<file path="src/verilog/reflector_pkg.sv">
package reflector_pkg;

    localparam int lane_count  = 4;
    localparam int tap_count   = 3;
    localparam int sym_max     = 3;

    localparam int sym_width   = 3;
    localparam int adj_width   = 3;
    localparam int err_width   = 8;
    localparam int tap_width   = 8;
    localparam int shift_width = 3;
    localparam int acc_width   = 13;
    localparam int addr_width  = 4;

    typedef logic signed [sym_width-1:0]   sym_t;
    // Only -1, 0 and +1 carry meaning
    typedef logic signed [adj_width-1:0]   adj_t;
    typedef logic signed [err_width-1:0]   err_t;
    typedef logic signed [tap_width-1:0]   tap_t;
    typedef logic        [shift_width-1:0] shift_t;
    typedef logic signed [acc_width-1:0]   acc_t;

    // Byte address, lane n at 4*n
    typedef logic [addr_width-1:0] apb_addr_t;

    // Lane 0 is the oldest symbol of the word
    typedef sym_t [lane_count-1:0] sym_word_t;
    typedef adj_t [lane_count-1:0] adj_word_t;
    typedef err_t [lane_count-1:0] err_word_t;

    // Layout matches the APB data word: taps in bytes 0..2, shift in 26:24
    typedef struct packed {
        shift_t               shift;
        tap_t [tap_count-1:0] taps;
    } lane_cfg_t;

    typedef lane_cfg_t [lane_count-1:0] cfg_word_t;

    // Entry j is the adjustment j symbols before the lane's own
    typedef adj_t [tap_count-1:0] adj_window_t;

endpackage : reflector_pkg
</file>
<file path="src/verilog/symbol_adjust_reflector_top.sv">
`timescale 1ns/100ps

module symbol_adjust_reflector_top (
    input  logic                     clk,
    input  logic                     rst_i,

    input  logic                     psel_i,
    input  logic                     penable_i,
    input  logic                     pwrite_i,
    input  reflector_pkg::apb_addr_t paddr_i,
    input  logic [31:0]              pwdata_i,
    output logic [31:0]              prdata_o,

    input  reflector_pkg::sym_word_t sym_i,
    input  reflector_pkg::adj_word_t adj_i,
    input  reflector_pkg::err_word_t res_err_i,

    output reflector_pkg::sym_word_t sym_o,
    output reflector_pkg::err_word_t res_err_o
);
    import reflector_pkg::*;

    cfg_word_t                        cfg;
    sym_word_t                        hist_sym;
    adj_word_t                        hist_adj;
    err_word_t                        hist_res_err;
    adj_window_t [lane_count-1:0]     hist_windows;
    sym_word_t                        lane_sym;
    err_word_t                        lane_inj_err;

    channel_est_apb_regs u_regs (
        .clk       (clk),
        .rst_i     (rst_i),
        .psel_i    (psel_i),
        .penable_i (penable_i),
        .pwrite_i  (pwrite_i),
        .paddr_i   (paddr_i),
        .pwdata_i  (pwdata_i),
        .prdata_o  (prdata_o),
        .cfg_o     (cfg)
    );

    adjust_history u_history (
        .clk       (clk),
        .rst_i     (rst_i),
        .sym_i     (sym_i),
        .adj_i     (adj_i),
        .res_err_i (res_err_i),
        .sym_o     (hist_sym),
        .adj_o     (hist_adj),
        .res_err_o (hist_res_err),
        .windows_o (hist_windows)
    );

    for (genvar k = 0; k < lane_count; k++) begin : g_lane
        lane_reflect_filter u_filter (
            .clk       (clk),
            .rst_i     (rst_i),
            .sym_i     (hist_sym[k]),
            .adj_i     (hist_adj[k]),
            .window_i  (hist_windows[k]),
            .cfg_i     (cfg[k]),
            .sym_o     (lane_sym[k]),
            .inj_err_o (lane_inj_err[k])
        );
    end

    residual_merge u_merge (
        .clk       (clk),
        .rst_i     (rst_i),
        .res_err_i (hist_res_err),
        .sym_i     (lane_sym),
        .inj_err_i (lane_inj_err),
        .sym_o     (sym_o),
        .res_err_o (res_err_o)
    );

endmodule : symbol_adjust_reflector_top

</file>
<file path="src/verilog/residual_merge.sv">
`timescale 1ns/100ps

module residual_merge (
    input  logic                     clk,
    input  logic                     rst_i,

    input  reflector_pkg::err_word_t res_err_i,
    input  reflector_pkg::sym_word_t sym_i,
    input  reflector_pkg::err_word_t inj_err_i,

    output reflector_pkg::sym_word_t sym_o,
    output reflector_pkg::err_word_t res_err_o
);
    import reflector_pkg::*;

    err_word_t res_dly_q;
    err_word_t err_sum;
    sym_word_t sym_q;
    err_word_t res_err_q;

    // Match the lane filter register
    always_ff @(posedge clk) begin
        if (rst_i) begin
            res_dly_q <= '0;
        end else begin
            res_dly_q <= res_err_i;
        end
    end

    // Wraps at 8 bits
    always_comb begin
        for (int k = 0; k < lane_count; k++) begin
            err_sum[k] = res_dly_q[k] + inj_err_i[k];
        end
    end

    always_ff @(posedge clk) begin
        if (rst_i) begin
            sym_q     <= '0;
            res_err_q <= '0;
        end else begin
            sym_q     <= sym_i;
            res_err_q <= err_sum;
        end
    end

    assign sym_o     = sym_q;
    assign res_err_o = res_err_q;

endmodule : residual_merge

</file>
<file path="src/verilog/lane_reflect_filter.sv">
`timescale 1ns/100ps

module lane_reflect_filter (
    input  logic                       clk,
    input  logic                       rst_i,

    input  reflector_pkg::sym_t        sym_i,
    input  reflector_pkg::adj_t        adj_i,
    input  reflector_pkg::adj_window_t window_i,
    input  reflector_pkg::lane_cfg_t   cfg_i,

    output reflector_pkg::sym_t        sym_o,
    output reflector_pkg::err_t        inj_err_o
);
    import reflector_pkg::*;

    logic signed [sym_width+1:0] sym_ext;
    logic signed [sym_width+1:0] adj_ext;
    logic signed [sym_width+1:0] corr_wide;
    sym_t                        corr_sym;
    acc_t                        acc;
    acc_t                        acc_shifted;
    sym_t                        sym_q;
    err_t                        inj_q;

    // Flip the symbol, then clamp to the symbol range
    always_comb begin
        sym_ext   = sym_i;
        adj_ext   = adj_i;
        corr_wide = sym_ext - (adj_ext <<< 1);
        if (corr_wide > sym_max) begin
            corr_sym = sym_t'(sym_max);
        end else if (corr_wide < -sym_max) begin
            corr_sym = sym_t'(-sym_max);
        end else begin
            corr_sym = sym_t'(corr_wide);
        end
    end

    // Error injected through the channel estimate
    always_comb begin
        acc = '0;
        for (int j = 0; j < tap_count; j++) begin
            acc = acc + acc_t'(cfg_i.taps[j]) * acc_t'(window_i[j]);
        end
        acc_shifted = acc >>> cfg_i.shift;
    end

    always_ff @(posedge clk) begin
        if (rst_i) begin
            sym_q <= '0;
            inj_q <= '0;
        end else begin
            sym_q <= corr_sym;
            inj_q <= err_t'(acc_shifted);
        end
    end

    assign sym_o     = sym_q;
    assign inj_err_o = inj_q;

    no_neg_full_scale: assert property (
        @(posedge clk) disable iff (rst_i)
        sym_q != sym_t'(-sym_max - 1)
    ) else $error("corrected symbol reached -4");

endmodule : lane_reflect_filter

</file>
<file path="src/verilog/adjust_history.sv">
`timescale 1ns/100ps

module adjust_history (
    input  logic                     clk,
    input  logic                     rst_i,

    input  reflector_pkg::sym_word_t sym_i,
    input  reflector_pkg::adj_word_t adj_i,
    input  reflector_pkg::err_word_t res_err_i,

    output reflector_pkg::sym_word_t sym_o,
    output reflector_pkg::adj_word_t adj_o,
    output reflector_pkg::err_word_t res_err_o,
    output reflector_pkg::adj_window_t [reflector_pkg::lane_count-1:0] windows_o
);
    import reflector_pkg::*;

    sym_word_t                 sym_q;
    adj_word_t                 adj_q;
    adj_word_t                 adj_prev_q;
    err_word_t                 res_err_q;
    adj_t [2*lane_count-1:0]   stream;

    always_ff @(posedge clk) begin
        if (rst_i) begin
            sym_q      <= '0;
            adj_q      <= '0;
            adj_prev_q <= '0;
            res_err_q  <= '0;
        end else begin
            sym_q      <= sym_i;
            adj_q      <= adj_i;
            adj_prev_q <= adj_q;
            res_err_q  <= res_err_i;
        end
    end

    // Time-ordered: previous word in 0..3, current word in 4..7
    assign stream = {adj_q, adj_prev_q};

    always_comb begin
        for (int k = 0; k < lane_count; k++) begin
            for (int j = 0; j < tap_count; j++) begin
                windows_o[k][j] = stream[lane_count + k - j];
            end
        end
    end

    assign sym_o     = sym_q;
    assign adj_o     = adj_q;
    assign res_err_o = res_err_q;

    // Detector only issues flips of one step
    for (genvar k = 0; k < lane_count; k++) begin : g_adj_chk
        adj_in_range: assert property (
            @(posedge clk) disable iff (rst_i)
            (adj_q[k] >= -1) && (adj_q[k] <= 1)
        ) else $error("adjustment out of range on lane %0d", k);
    end

endmodule : adjust_history

</file>
<file path="src/verilog/channel_est_apb_regs.sv">
`timescale 1ns/100ps

module channel_est_apb_regs (
    input  logic                     clk,
    input  logic                     rst_i,

    input  logic                     psel_i,
    input  logic                     penable_i,
    input  logic                     pwrite_i,
    input  reflector_pkg::apb_addr_t paddr_i,
    input  logic [31:0]              pwdata_i,
    output logic [31:0]              prdata_o,

    output reflector_pkg::cfg_word_t cfg_o
);
    import reflector_pkg::*;

    cfg_word_t             cfg_q;
    logic [addr_width-3:0] slot;
    logic                  slot_hit;
    logic                  wr_en;
    logic                  rd_en;

    // Word-aligned lane slots only
    assign slot     = paddr_i[addr_width-1:2];
    assign slot_hit = (paddr_i[1:0] == 2'b00) && (int'(slot) < lane_count);

    // Access phase write, no wait states
    assign wr_en = psel_i && penable_i && pwrite_i && slot_hit;
    assign rd_en = psel_i && !pwrite_i && slot_hit;

    always_ff @(posedge clk) begin
        if (rst_i) begin
            cfg_q <= '0;
        end else if (wr_en) begin
            cfg_q[slot] <= pwdata_i[$bits(lane_cfg_t)-1:0];
        end
    end

    // Readback, unused bits stay zero
    always_comb begin
        prdata_o = '0;
        if (rd_en) begin
            prdata_o[$bits(lane_cfg_t)-1:0] = cfg_q[slot];
        end
    end

    assign cfg_o = cfg_q;

    // Access phase must follow a setup phase with psel held
    penable_needs_psel: assert property (
        @(posedge clk) disable iff (rst_i)
        $rose(penable_i) |-> psel_i
    ) else $error("penable rose without psel");

endmodule : channel_est_apb_regs

</file>
<file path="config.mk">
export PLATFORM = sky130hd
export DESIGN_NAME = symbol_adjust_reflector_top
export DESIGN_NICKNAME = d
export VERILOG_FILES = /design/src/verilog/reflector_pkg.sv /design/src/verilog/symbol_adjust_reflector_top.sv /design/src/verilog/residual_merge.sv /design/src/verilog/lane_reflect_filter.sv /design/src/verilog/adjust_history.sv /design/src/verilog/channel_est_apb_regs.sv
export SDC_FILE = /design/constraint.sdc
export NUM_CORES = 1
export LEC_CHECK = 0
export CAP_MARGIN = 20
export CORE_UTILIZATION = 50
export CTS_CLUSTER_DIAMETER = 120
export DETAILED_ROUTE_END_ITERATION = 6
export DONT_BUFFER_PORTS = 1
export PLACE_DENSITY = 0.68
export SLEW_MARGIN = 20
export SYNTH_ARGS = -nofsm -noshare
export SYNTH_HDL_FRONTEND = slang
export SYNTH_SLANG_ARGS = --single-unit
</file>
<file path="constraint.sdc">
create_clock -name clk -period 6.1 [get_ports clk]
set_input_delay 0.61 -clock clk [delete_from_list [all_inputs] [get_ports clk]]
set_output_delay 0.61 -clock clk [all_outputs]
set_load 0.005 [all_outputs]
</file>
* After elaboration in Yosys (flattened, before gate mapping) *
Cells that the tools add are included.

word-level totals
  memory bits (writable) = 0
  bits of input ports = 97
  memories = 0
  logic and storage cells = 122
  ROM bits = 0
  output and inout bits = 76
  flip-flop bits (word level) = 290
  latch bits = 0

cells by class
  reductions and logical operators = 12
  equal/unequal tests = 0
  magnitude comparators = 10
  div/mod/pow operators = 0
  $mul = 12
  $add $sub $neg = 16
  bitwise operators = 0
  shift operators = 4
  mux-type cells = 14

operators with widths
  cell                number
  $mul 8x3->11        12
  $bwmux 108          1
  $add 13x13->13      8
  $mux 27             3
  $bmux 27 s2         1
  $demux 27 s2        1
  $sshr 13x3->8       4
  $add 8x8->8         4
  $gt 5x3->1 const B  4
  $lt 5x3->1 const B  4
  $sub 3x4->5         4
  $mux 3              4
  $mux 2              4
  $reduce_or 2->1     4
  $logic_and 1x1->1   6
  $lt 2x3->1 const B  1
  $ge 2x1->1 const B  1
  $logic_not 2->1     1
  $logic_not 1->1     1

* Logic depth before layout (Yosys ltp) *
Gate-level depths: netlist of run 1.

  depth after elaboration = 5
  depth in mapped cells = 26
  depth with buffers taken out = 23

* Hierarchy *
From an unflattened synthesis of run 1, not the netlist that was laid out.

unflattened totals
  cell total of the unflattened synthesis = 2557
  area, all modules = 24833.8 µm²

by module, submodules not included
  module                                    instances  cells each  sequential area each (µm²)  area an instance (µm²)
  channel_est_apb_regs                      1          457         2162.1                      5162.5
  lane_reflect_filter (g_lane[3].u_filter)  1          418         220.2                       3658.5
  lane_reflect_filter (g_lane[0].u_filter)  1          406         220.2                       3639.7
  lane_reflect_filter (g_lane[2].u_filter)  1          399         220.2                       3593.4
  lane_reflect_filter (g_lane[1].u_filter)  1          389         220.2                       3590.9
  residual_merge                            1          328         1521.5                      3304.4
  adjust_history                            1          160         1241.2                      1884.3

* Worst setup path before layout of run 1 *
No wires, ideal clock.

  path kind = register -> register
  start = reg u_history.adj_q, in the netlist u_history.adj_o[8]
  end = reg g_lane[2].u_filter.inj_q[7]
  data required time = 5.967 ns
  setup time = 0.133 ns
  path slack = 0.686 ns
  arrival time = 5.280 ns
  period minus slack after synthesis = 5.414 ns
  cell stages (with the launch flop) = 24
  path buffers = 1
  cells stage by stage = dfxtp_1 -> clkbuf_1 -> nand2b_1 -> fa_1 -> inv_1 -> fa_1 -> ha_1 -> fa_1 -> a21oi_1 -> nor2_1 -> nor2_1 -> o21bai_1 -> a21oi_1 -> xor2_1 -> fa_1 -> inv_1 -> ha_1 -> a21o_1 -> a21o_1 -> or4_1 -> nand4_1 -> nor2_1 -> a211oi_1 -> a311oi_1

on the way
  longest elaborated chain between the ends = 4

ends and longest elaborated chain
  element                      RTL line                   RTL
  start: declaration           adjust_history.sv:19       adj_word_t adj_q;
  start signal: assignment     adjust_history.sv:32       adj_q <= adj_i;
  $mul 8x3->11                 lane_reflect_filter.sv:44  acc = acc + acc_t'(cfg_i.taps[j]) * acc_t'(window_i[j]);
  $add 13x13->13 (2 in a row)  lane_reflect_filter.sv:44
  $sshr 13x3->8                lane_reflect_filter.sv:46  acc_shifted = acc >>> cfg_i.shift;
  end signal: assignment       lane_reflect_filter.sv:55  inj_q <= err_t'(acc_shifted);
  end: declaration             lane_reflect_filter.sv:24  err_t inj_q;

Every way passes these cells.
A chain may end at the register's enable or synchronous reset.

* Worst setup path after layout of run 1 *
Ends and elaborated chain as after synthesis.

==> run metrics, run 1 <==
drt first pass iters 6; Setup TNS 0 ps; Final Hold Viols 0; final setup fails 0; GRT Resource Usage Total 26.08%; Final ANT Viol Nets 0; Hold WC Path Type input pin to flop; complex-gate fraction of the synthesized area 12.17%; number of synthesized flops with an enable pin 0; largest net degree at the start of global routing 287; Yosys warning total 0; Main synth FF type dfxtp_1; #FFs+latches synth 290; clk root buf clkbuf_16; die area 49280 um2; CTS tree built; Post-Synth XOR/XNOR Area 5.393%; Core ar. 47750 um2; Slowest Stage Delay on Critical Path 550 ps; clock tree buffer depth 3; Rows 80; most common cell after layout, fill and taps aside nand2_1; period utilization 94.59%; clock slew at reported path FFs 60 ps; Initial Util 50.68%; io pins 173; synthesized area 24200 um2; first-pass GRT wire length 101500 um; drt total wl 63230 um; capture point of the worst path g_lane[2].u_filter.inj_err_o[7]$_SDFF_PP0_; layout cells sized above 1 5.687%; Synth Area in Adders 27.84%; syn avg cell area 8.600 um2; clk_lat worst skew 540 ps; Crit. End Element flop; Fmax achieved 173.3 MHz; Reg-to-Reg Start u_history.adj_o[8]$_SDFF_PP0_; pre-CTS WS 335.1 ps; Post-synth ARST share 0%; per-cell routed wire length 18.52 um; kind of critical path flop to flop; Synth Area in Simple Gates 17.81%; DRC viols 0; Die Wd 222.0 um; R2R setup slack 330 ps; setup ws final 330.2 ps; DP Wirelength 50600 um; CTS Buf Count 34; status finished clean; PortBufs 0; crit path from u_history.adj_o[8]$_SDFF_PP0_; Clock Sinks 290; most frequent cells in the layout nand2_1 (416), inv_1 (383), dfxtp_1 (286), ha_1 (276), a21oi_1 (226); Slew HR 34.97%; count of cell types in the netlist 83; VDD IR max 0.0001711 V; skew final 15.52 ps; vias in the first global route 19462; largest family of logic cells by synthesized area adder cells; GRT overflow 0; synthesized instance count 2814; vias per std cell 5.545; most used cell, CP nor2_1; Layout Nets 3308; total leakage power 12.20 nW; worst-case reg-to-reg path depth 22; total of max-cap violations 0; startpoint types flop; Slew Viols, Final 0; Data arrival, critical path 6170 ps; fin crit period 5770 ps; register area share after synthesis 23.99%; RSZ-0062 raised after global routing no; worst reg2reg endpoint g_lane[2].u_filter.inj_err_o[7]$_SDFF_PP0_; Chip Height 222.0 um; vias 18931; CP Cell Sequence buf_4 -> inv_1 -> nor2_1 -> fa_1 -> ha_1 -> fa_1 -> a21oi_1 -> nor2_1 -> nor2_1 -> o21bai_1 -> a21oi_1 -> xor2_1 -> fa_1 -> inv_1 -> ha_1 -> a21o_1 -> a21o_1 -> or4_1 -> nand4_1 -> nor2_1 -> a211oi_1 -> a311oi_1; H-tree levels 2; peak fanout along the critical path 13; multiplexer area fraction after synthesis 4.886%; actual slew at the worst max-slew pin 973.1 ps; Worst EP required 6500 ps; area growth from synthesis to layout 6.964%; RD Place Congestion 0.9480; Crit-path slowest cell fa_1; initial antenna violation count 5; Iteration-0 DRC Markers 1120; Core Util, Final 54.21%; pwr dens 201.2 nW/um2
==> layer usage <==
metal  part of all wire [%]  up-vias  track usage [%]  wire, um
li1                       -     9089                -         -
met3                    6.1      100            3.817      3861
met2                     49      509            46.02     31240
met4                    2.8        0            8.401      1747
met1                     42     9233            32.59     26380
met5                      0        -                0         0
==> cell usage after synthesis, types with 9 or more instances <==
| cell type | instances | share of area, % |
|---|---|---|
| nor2_1 | 110 | 1.7 |
| xor2_1 | 54 | 2.0 |
| mux2i_1 | 15 | 0.62 |
| nand2_1 | 416 | 6.5 |
| o21a_1 | 9 | 0.28 |
| nand2b_1 | 90 | 2.3 |
| a21oi_1 | 226 | 4.7 |
| or3_1 | 16 | 0.41 |
| nor3_1 | 19 | 0.39 |
| inv_1 | 383 | 5.9 |
| o21bai_1 | 32 | 0.99 |
| a21o_1 | 39 | 1.2 |
| nor2b_1 | 147 | 3.8 |
| clkbuf_1 | 90 | 1.4 |
| o21ai_0 | 63 | 1.3 |
| fa_1 | 164 | 14 |
| xnor2_1 | 95 | 3.4 |
| ha_1 | 276 | 14 |
| and2_1 | 57 | 1.5 |
| dfxtp_1 | 290 | 24 |
| o22ai_1 | 13 | 0.34 |
| a211oi_1 | 23 | 0.71 |
| mux4_2 | 41 | 3.8 |
==> flip-flops by register name, summed over array words and instances, names as in the netlist <==
register / count
g_lane.u_filter.inj_err_o: 32
g_lane.u_filter.sym_o: 12
u_history.adj_o: 12
u_history.res_err_o: 32
u_history.sym_o: 12
u_history.windows_o: 6
u_merge.res_dly_q: 32
u_merge.res_err_o: 32
u_merge.sym_o: 12
u_regs.cfg_o: 108
==> worst min-delay path by stage <==
stage,from,endpoint,slack [ps],cells after the start
2_1_floorplan,u_history.sym_o[0]$_SDFF_PP0_,g_lane[0].u_filter.sym_o[0]$_SDFF_PP0_,410,2
3_3_place_gp,u_history.res_err_o[3]$_SDFF_PP0_,u_merge.res_dly_q[3]$_SDFF_PP0_,420,1
3_5_place_dp,u_history.res_err_o[14]$_SDFF_PP0_,u_merge.res_dly_q[14]$_SDFF_PP0_,420,1
4_1_cts,rst_i,u_merge.res_dly_q[12]$_SDFF_PP0_,140,1
5_1_grt,rst_i,u_merge.res_dly_q[9]$_SDFF_PP0_,140,1
6_report,rst_i,u_merge.res_dly_q[12]$_SDFF_PP0_,170,1
==> report_power, final <==
group          internal [mW]  switching [mW]
combinational          0.485           0.627
clock                   1.20           0.829
sequential              2.00          0.0690
==> worst max-delay path, delay by kind of cell, from the launching register on <==
kind / cells / cell delay [ps]
DFF: 1 / 440
xor gates and xnor gates: 1 / 140
and+or+nand+nor: 6 / 1190
adders and majority gates: 5 / 2160
AOI/OAI and AO/OA: 7 / 1120
buffers and inverters: 3 / 530
==> kinds of logic after synthesis <==
group           after synthesis
compound gates              478
xor+xnor                    149
fa+ha+maj                   440
buf+inv                     496
flops                       290
mux                          63
other cells                   1
simple gates                897
==> what timing repair did <==
| item | CTS | global route |
|---|---|---|
| endpoints found under the setup margin | 0 | 8 |
| gates resized for setup | 0 | 4 |
| setup buffers | 0 | 0 |
| hold buffers | 0 | 0 |
==> area by class of cell <==
cell class,instances,area (um2)
inverter,385,1445
antenna,3,7.507
multi-input combinational,2032,16520
sequential,290,5811
clock buffer,48,994.7
fill,4351,21860
timing repair buffer,28,210.2
tap,615,769.5
clock inverter,13,130.1
==> per-stage QoR <==
stage / cells / hold slack [ps] / power, mW / area, um2
finish: 3414 / 168.7 / 5.208 / 25880
floorplan: 2818 / 410.8 / 2.980 / 24210
detailed placement: 3350 / 422.6 / 3.216 / 24750
global placement: 3350 / 416.6 / 3.187 / 24750
CTS: 3411 / 138.5 / 5.247 / 25870
global route: 3413 / 141.6 / 5.461 / 25880
No activity file was read; power rests on OpenSTA's default activity.
==> run 2: changes to the inputs <==
MAX_ROUTING_LAYER = met4   (was default)
==> run 2 against run 1 <==
First-iteration DRC count is 0.45% higher. Sequential power about the same. Clock skew increased by 10 ps. Cell area up 0.39%. Fmax down 0.28%. Sequential share of layout area is 0.078 points lower. Largest cell class unchanged. Highest routed layer unchanged.
==> run metrics, run 2 (synthesis results as in run 1) <==
vias 18919; CTS tree built; Largest register FFs 108; Min-Delay Path Depth 1; Slew HR 35.66%; Setup TNS 0 ps; drt total wl 63530 um; Chip Height 222.0 um; startpoint types flop; per-cell routed wire length 18.61 um; RSZ-0062 raised after global routing no; clock slew at reported path FFs 60 ps; most frequent cells in the layout nand2_1 (416), inv_1 (383), dfxtp_1 (284), ha_1 (276), a21oi_1 (226); largest net degree at the start of global routing 287; vias per std cell 5.542; skew final 25.76 ps; Die Wd 222.0 um; CTS Buf Count 37; fin crit period 5786 ps; layout cells sized above 1 5.756%; actual slew at the worst max-slew pin 962.7 ps; Rows 80; area growth from synthesis to layout 7.383%; GRT overflow 0; total of max-cap violations 0; Worst EP required 6510 ps; fillers 4299; H-tree levels 2; first-pass GRT wire length 101300 um; period utilization 94.85%; hold_buf cts 0; cells resized by post-CTS repair 0; placed instance area 24730 um2; number of setup buffers added after CTS 0; initial antenna violation count 4; status finished clean; Fmax achieved 172.8 MHz; pre-CTS WS 155.3 ps; clk root buf clkbuf_16; Final ANT Viol Nets 0; clock tree buffer depth 3; PortBufs 0; die area 49280 um2; GRT Resource Usage Total 26.99%; Core ar. 47750 um2; clk_lat worst skew 550 ps; vias in the first global route 19320; Design Area, Final 25990 um2; Final Hold Viols 0; Hold WC Path Type input pin to flop; total leakage power 12.24 nW; VDD IR max 0.0001766 V; most common cell after layout, fill and taps aside nand2_1; worst-case reg-to-reg path depth 20; pwr dens 207.3 nW/um2; setup ws final 314.3 ps; peak fanout along the critical path 21; Slew Viols, Final 0; io pins 173; DRC viols 0; Iteration-0 DRC Markers 1125; Data arrival, critical path 6190 ps; kind of critical path flop to flop; Initial Util 50.68%; final setup fails 0; Crit. End Element flop; Clock Sinks 290; drt first pass iters 5; Layout Nets 3308; DP Wirelength 50320 um; RD Place Congestion 0.9844
-- run 2: changes by cell type in the layout (fill, tap and decap cells not counted), sizes merged --
cell,previous run,this run
clkbuf,48,52
clkinvlp,3,2
buf,28,25
diode,3,2
bufinv,1,2
-- run 2: worst max-delay path, stage by stage (launching register included) --
cell and delay [ps]:
dfxtp_2 600, buf_4 220, and2_1 150, fa_1 420
ha_1 350, ha_1 310, a21o_1 180, a21oi_1 220
o21bai_1 90, a21oi_1 220, o21ai_0 140, xnor2_1 200
fa_1 550, inv_1 60, ha_1 380, nor4b_1 180
a2111oi_0 480, o211ai_1 330, and2_1 280, o22ai_1 160
o22ai_1 130
-- run 2: path summary, 6_finish.rpt --
| check | from | end | slack [ps] |
|---|---|---|---|
| worst max-delay path | u_history.adj_o[0]$_SDFF_PP0_ | g_lane[0].u_filter.inj_err_o[5]$_SDFF_PP0_ | 310 |
| worst max register to register | u_history.adj_o[0]$_SDFF_PP0_ | g_lane[0].u_filter.inj_err_o[5]$_SDFF_PP0_ | 310 |
| worst min-delay path | rst_i | u_merge.res_dly_q[11]$_SDFF_PP0_ | 150 |
| worst min register to register | u_history.sym_o[3]$_SDFF_PP0_ | g_lane[1].u_filter.sym_o[0]$_SDFF_PP0_ | 430 |
-- run 2: per-stage QoR --
stage	cells	power [mW]	hold slack, ps	util, %
after floorplan	2818	2.980	410.8	-
after global placement	3347	3.189	416.2	51.78
after detailed placement	3347	3.217	416.7	51.78
after CTS	3412	5.427	116.4	54.40
after global routing	3413	5.653	106.9	54.42
final	3414	5.388	150.1	54.43
-- run 2: area by class of cell --
type	instances	area [um2]	area share, %
Tap cell	615	769.5	2.961
Sequential cell	290	5813	22.37
Inverter	385	1445	5.561
Clock inverter	13	186.4	0.7174
Antenna cell	2	5.005	0.01926
Clock buffer	52	1062	4.088
Multi-Input combinational cell	2032	16520	63.56
Timing Repair Buffer	25	187.7	0.7222
-- run 2: where the power goes --
group / leakage, nW / switching [mW] / internal, mW
Sequential: 2.38 / 0.0698 / 2.00
Combinational: 9.26 / 0.629 / 0.484
Clock: 0.602 / 0.884 / 1.32
Total: 12.2 / 1.58 / 3.81
-- run 2: metal layers --
layer / GRT usage (%) / vias up / share of wire, %
met5: - / - / 0
met4: 9.543 / 0 / 3.5
met3: 3.949 / 113 / 5.7
met2: 45.61 / 507 / 48
met1: 32.76 / 9213 / 42
li1: - / 9086 / -
==> run 3: changes to the inputs <==
ABC_AREA = 1   (was default)
SYNTH_HIERARCHICAL = 1   (was default)
==> run 3 against run 2 <==
Synthesized cell count increased by 33%. Sequential share of layout area is 1.5 points lower. Flip-flop and latch count unchanged. Highest routed layer unchanged.
==> run metrics, run 3 <==
Initial Util 50.68%; VDD IR max 0.0001748 V; per-cell routed wire length 14.70 um; multi-input logic area 16580 um2; DP Wirelength 50470 um; met3 WL post-DR 4487 um; uppermost routed layer met4; vias 21625; clk_lat worst skew 570 ps; io pins 173; layout cells sized above 1 7.129%; logic gate share of total power 27.2%; Chip Height 232.8 um; Reg-to-Reg Start u_history/adj_o[5]$_SDFF_PP0_; synth cell count leaders inv_1 (850), nand2_1 (822), nor2_1 (411); worst-case reg-to-reg path depth 24; Rows 84; startpoint types flop; Final Hold Viols 0; pre-CTS WS 745.4 ps; Clock power frac 37.0%; CP Cell Sequence inv_1 -> or2_2 -> fa_1 -> fa_1 -> fa_1 -> inv_1 -> fa_1 -> ha_1 -> ha_1 -> a21oi_1 -> nor2_1 -> nor2_1 -> nand2_1 -> nand2_1 -> nand2_1 -> inv_1 -> nand2_1 -> nand2_1 -> nand2_1 -> nand2_1 -> inv_2 -> nand2_1 -> nand2_1 -> nor2_1; kind of critical path flop to flop; CTS tree built; clk root buf clkbuf_16; peak fanout along the critical path 8; area share of the largest cell type after synthesis 21.80%; Crit. End Element flop; drt total wl 64180 um; Area contributors post-synth dfxtp_1 (22%), fa_1 (19%), inv_1 (12%), nand2_1 (12%), ha_1 (7.7%); Fmax achieved 185.3 MHz; RSZ-0062 raised after global routing no; crit path from u_history/adj_o[5]$_SDFF_PP0_; R2R setup slack 700 ps; Int Pwr 3.923 mW; Iteration-0 DRC Markers 1635; status finished clean; drt first pass iters 5; total leakage power 14.12 nW; vias in the first global route 20167; hold_buf cts 0; Post-synth ARST share 0%; CTS Buf Count 35; clock slew at reported path FFs 60 ps; syn avg cell area 7.100 um2; Setup TNS 0 ps; final setup fails 0; Die Wd 232.8 um; total of max-cap violations 0; Crit-path slowest cell dfxtp_1; most common cell after layout, fill and taps aside inv_1; sequential standard cell area 5806 um2; number of setup buffers added after CTS 0; Flop pwr share 35.8%; actual slew at the worst max-slew pin 995.2 ps; synthesized instance count 3751; most used cell, CP nand2_1; pwr dens 210.7 nW/um2; Layout Nets 4169; Design Area, Final 27860 um2; #FFs+latches synth 290; fillers 5206; GRT overflow 0; DRC viols 0; Yosys warning total 6; most common cell in the netlist inv_1; Slew HR 33.50%; sw frac 33.18%; setup ws final 702.3 ps; synthesized area 26630 um2; vias per std cell 4.953; worst reg2reg endpoint g_lane[1].u_filter/inj_err_o[7]$_SDFF_PP0_; post-synth top area cell dfxtp_1; Hold WC Path Type input pin to flop; count of cell types in the netlist 47; PortBufs 0; number of synthesized flops with an enable pin 0; Main synth FF type dfxtp_1; M1 wire length 31360 um; Core ar. 52550 um2; die area 54190 um2; area growth from synthesis to layout 4.618%; met2 routed WL 27390 um; Final ANT Viol Nets 0; P_sw 1.948 mW; Worst EP required 6580 ps; Slowest Stage Delay on Critical Path 660 ps; Clock Sinks 290; initial antenna violation count 3; H-tree levels 2; clock tree buffer depth 3; RD Place Congestion 0.9247; Data arrival, critical path 5880 ps; placed instance area 26670 um2; period utilization 88.49%; fin crit period 5398 ps; register area share after synthesis 21.80%; Largest register FFs 108; GRT Resource Usage Total 24.92%; most frequent cells in the layout inv_1 (850), nand2_1 (822), nor2_1 (411), dfxtp_1 (290), fa_1 (256); cells resized by post-CTS repair 0; capture point of the worst path g_lane[1].u_filter/inj_err_o[7]$_SDFF_PP0_; largest net degree at the start of global routing 128; skew final 27.88 ps; Slew Viols, Final 0; first-pass GRT wire length 104000 um
## run 3: cell types whose count changed after synthesis, moves of 55 or more
cell | previous run | this run
nand2b_1 | 90 | 0
inv_1 | 383 | 850
xnor2_1 | 95 | 29
nand2_1 | 416 | 822
nor2_1 | 110 | 411
nor2b_1 | 147 | 0
fa_1 | 164 | 256
nand4_1 | 4 | 117
ha_1 | 276 | 164
a21oi_1 | 226 | 55
and2_1 | 57 | 2
or2_2 | 7 | 70
nand3_1 | 4 | 225
## run 3: metrics by stage
| step | power (mW) | hold WS (ps) | cells | utilization (%) |
|---|---|---|---|---|
| finish | 5.871 | 122.6 | 4366 | 53.02 |
| floorplan | 3.418 | 388.3 | 3755 | - |
| CTS | 5.925 | 90.41 | 4363 | 53.00 |
| global route | 6.261 | 82.00 | 4366 | 53.02 |
| global placement | 3.699 | 392.2 | 4303 | 50.75 |
| detailed placement | 3.722 | 393.1 | 4303 | 50.75 |
## run 3: critical path, delay by kind of cell (launching register included)
kind	cells	cell delay (ps)
simple gates	13	1250
flops	1	660
compound gates	1	310
fa+ha+maj	6	2670
buf+inv	4	410
## run 3: worst min path at each step
| stage | from | to | depth (start not counted) |
|---|---|---|---|
| 5_1_grt | rst_i | u_merge/sym_o[11]$_SDFF_PP0_ | 1 |
| 3_3_place_gp | u_history/res_err_o[23]$_SDFF_PP0_ | u_merge/res_dly_q[23]$_SDFF_PP0_ | 2 |
| 2_1_floorplan | u_history/res_err_o[0]$_SDFF_PP0_ | u_merge/res_dly_q[0]$_SDFF_PP0_ | 2 |
| 4_1_cts | rst_i | u_merge/sym_o[5]$_SDFF_PP0_ | 1 |
| 6_report | rst_i | u_merge/sym_o[5]$_SDFF_PP0_ | 1 |
| 3_5_place_dp | u_history/res_err_o[23]$_SDFF_PP0_ | u_merge/res_dly_q[23]$_SDFF_PP0_ | 2 |
## run 3: cell families (layout without fill, tap and decap cells)
logic type,Yosys count,after routing,synth area share (%)
AO/OA/AOI/OAI,191,191,3.880
XOR/XNOR,43,43,1.414
adder cells (fa/ha/maj),420,420,26.95
buffers and inverters,1031,951,16.00
flip-flops,290,290,21.80
other,1,8,0.01408
AND/OR/NAND/NOR,1775,1775,29.94
## run 3: routing by layer
metal,up-vias,track usage [%]
met5,-,-
met4,0,4.902
met3,63,3.162
met2,663,37.14
met1,9899,36.12
li1,11000,-
## run 3: cell type report
cell class              count  area share, %
diodes                      3        0.02694
clock buffers              48          3.498
clock inverters            12         0.7544
inverters                 871          11.73
multi-input cells        2434          59.51
flip-flops and latches    290          20.84
well taps                 688          3.089
repair buffers             20         0.5523
## run 3: power by group through the flow
stage / sequential, mW / combinational (mW) / clock, mW
after floorplan: 2.10 / 1.32 / 0
after global placement: 2.14 / 1.56 / 0
after detailed placement: 2.14 / 1.58 / 0
after CTS: 2.10 / 1.60 / 2.23
after global routing: 2.11 / 1.85 / 2.30
final: 2.10 / 1.60 / 2.17
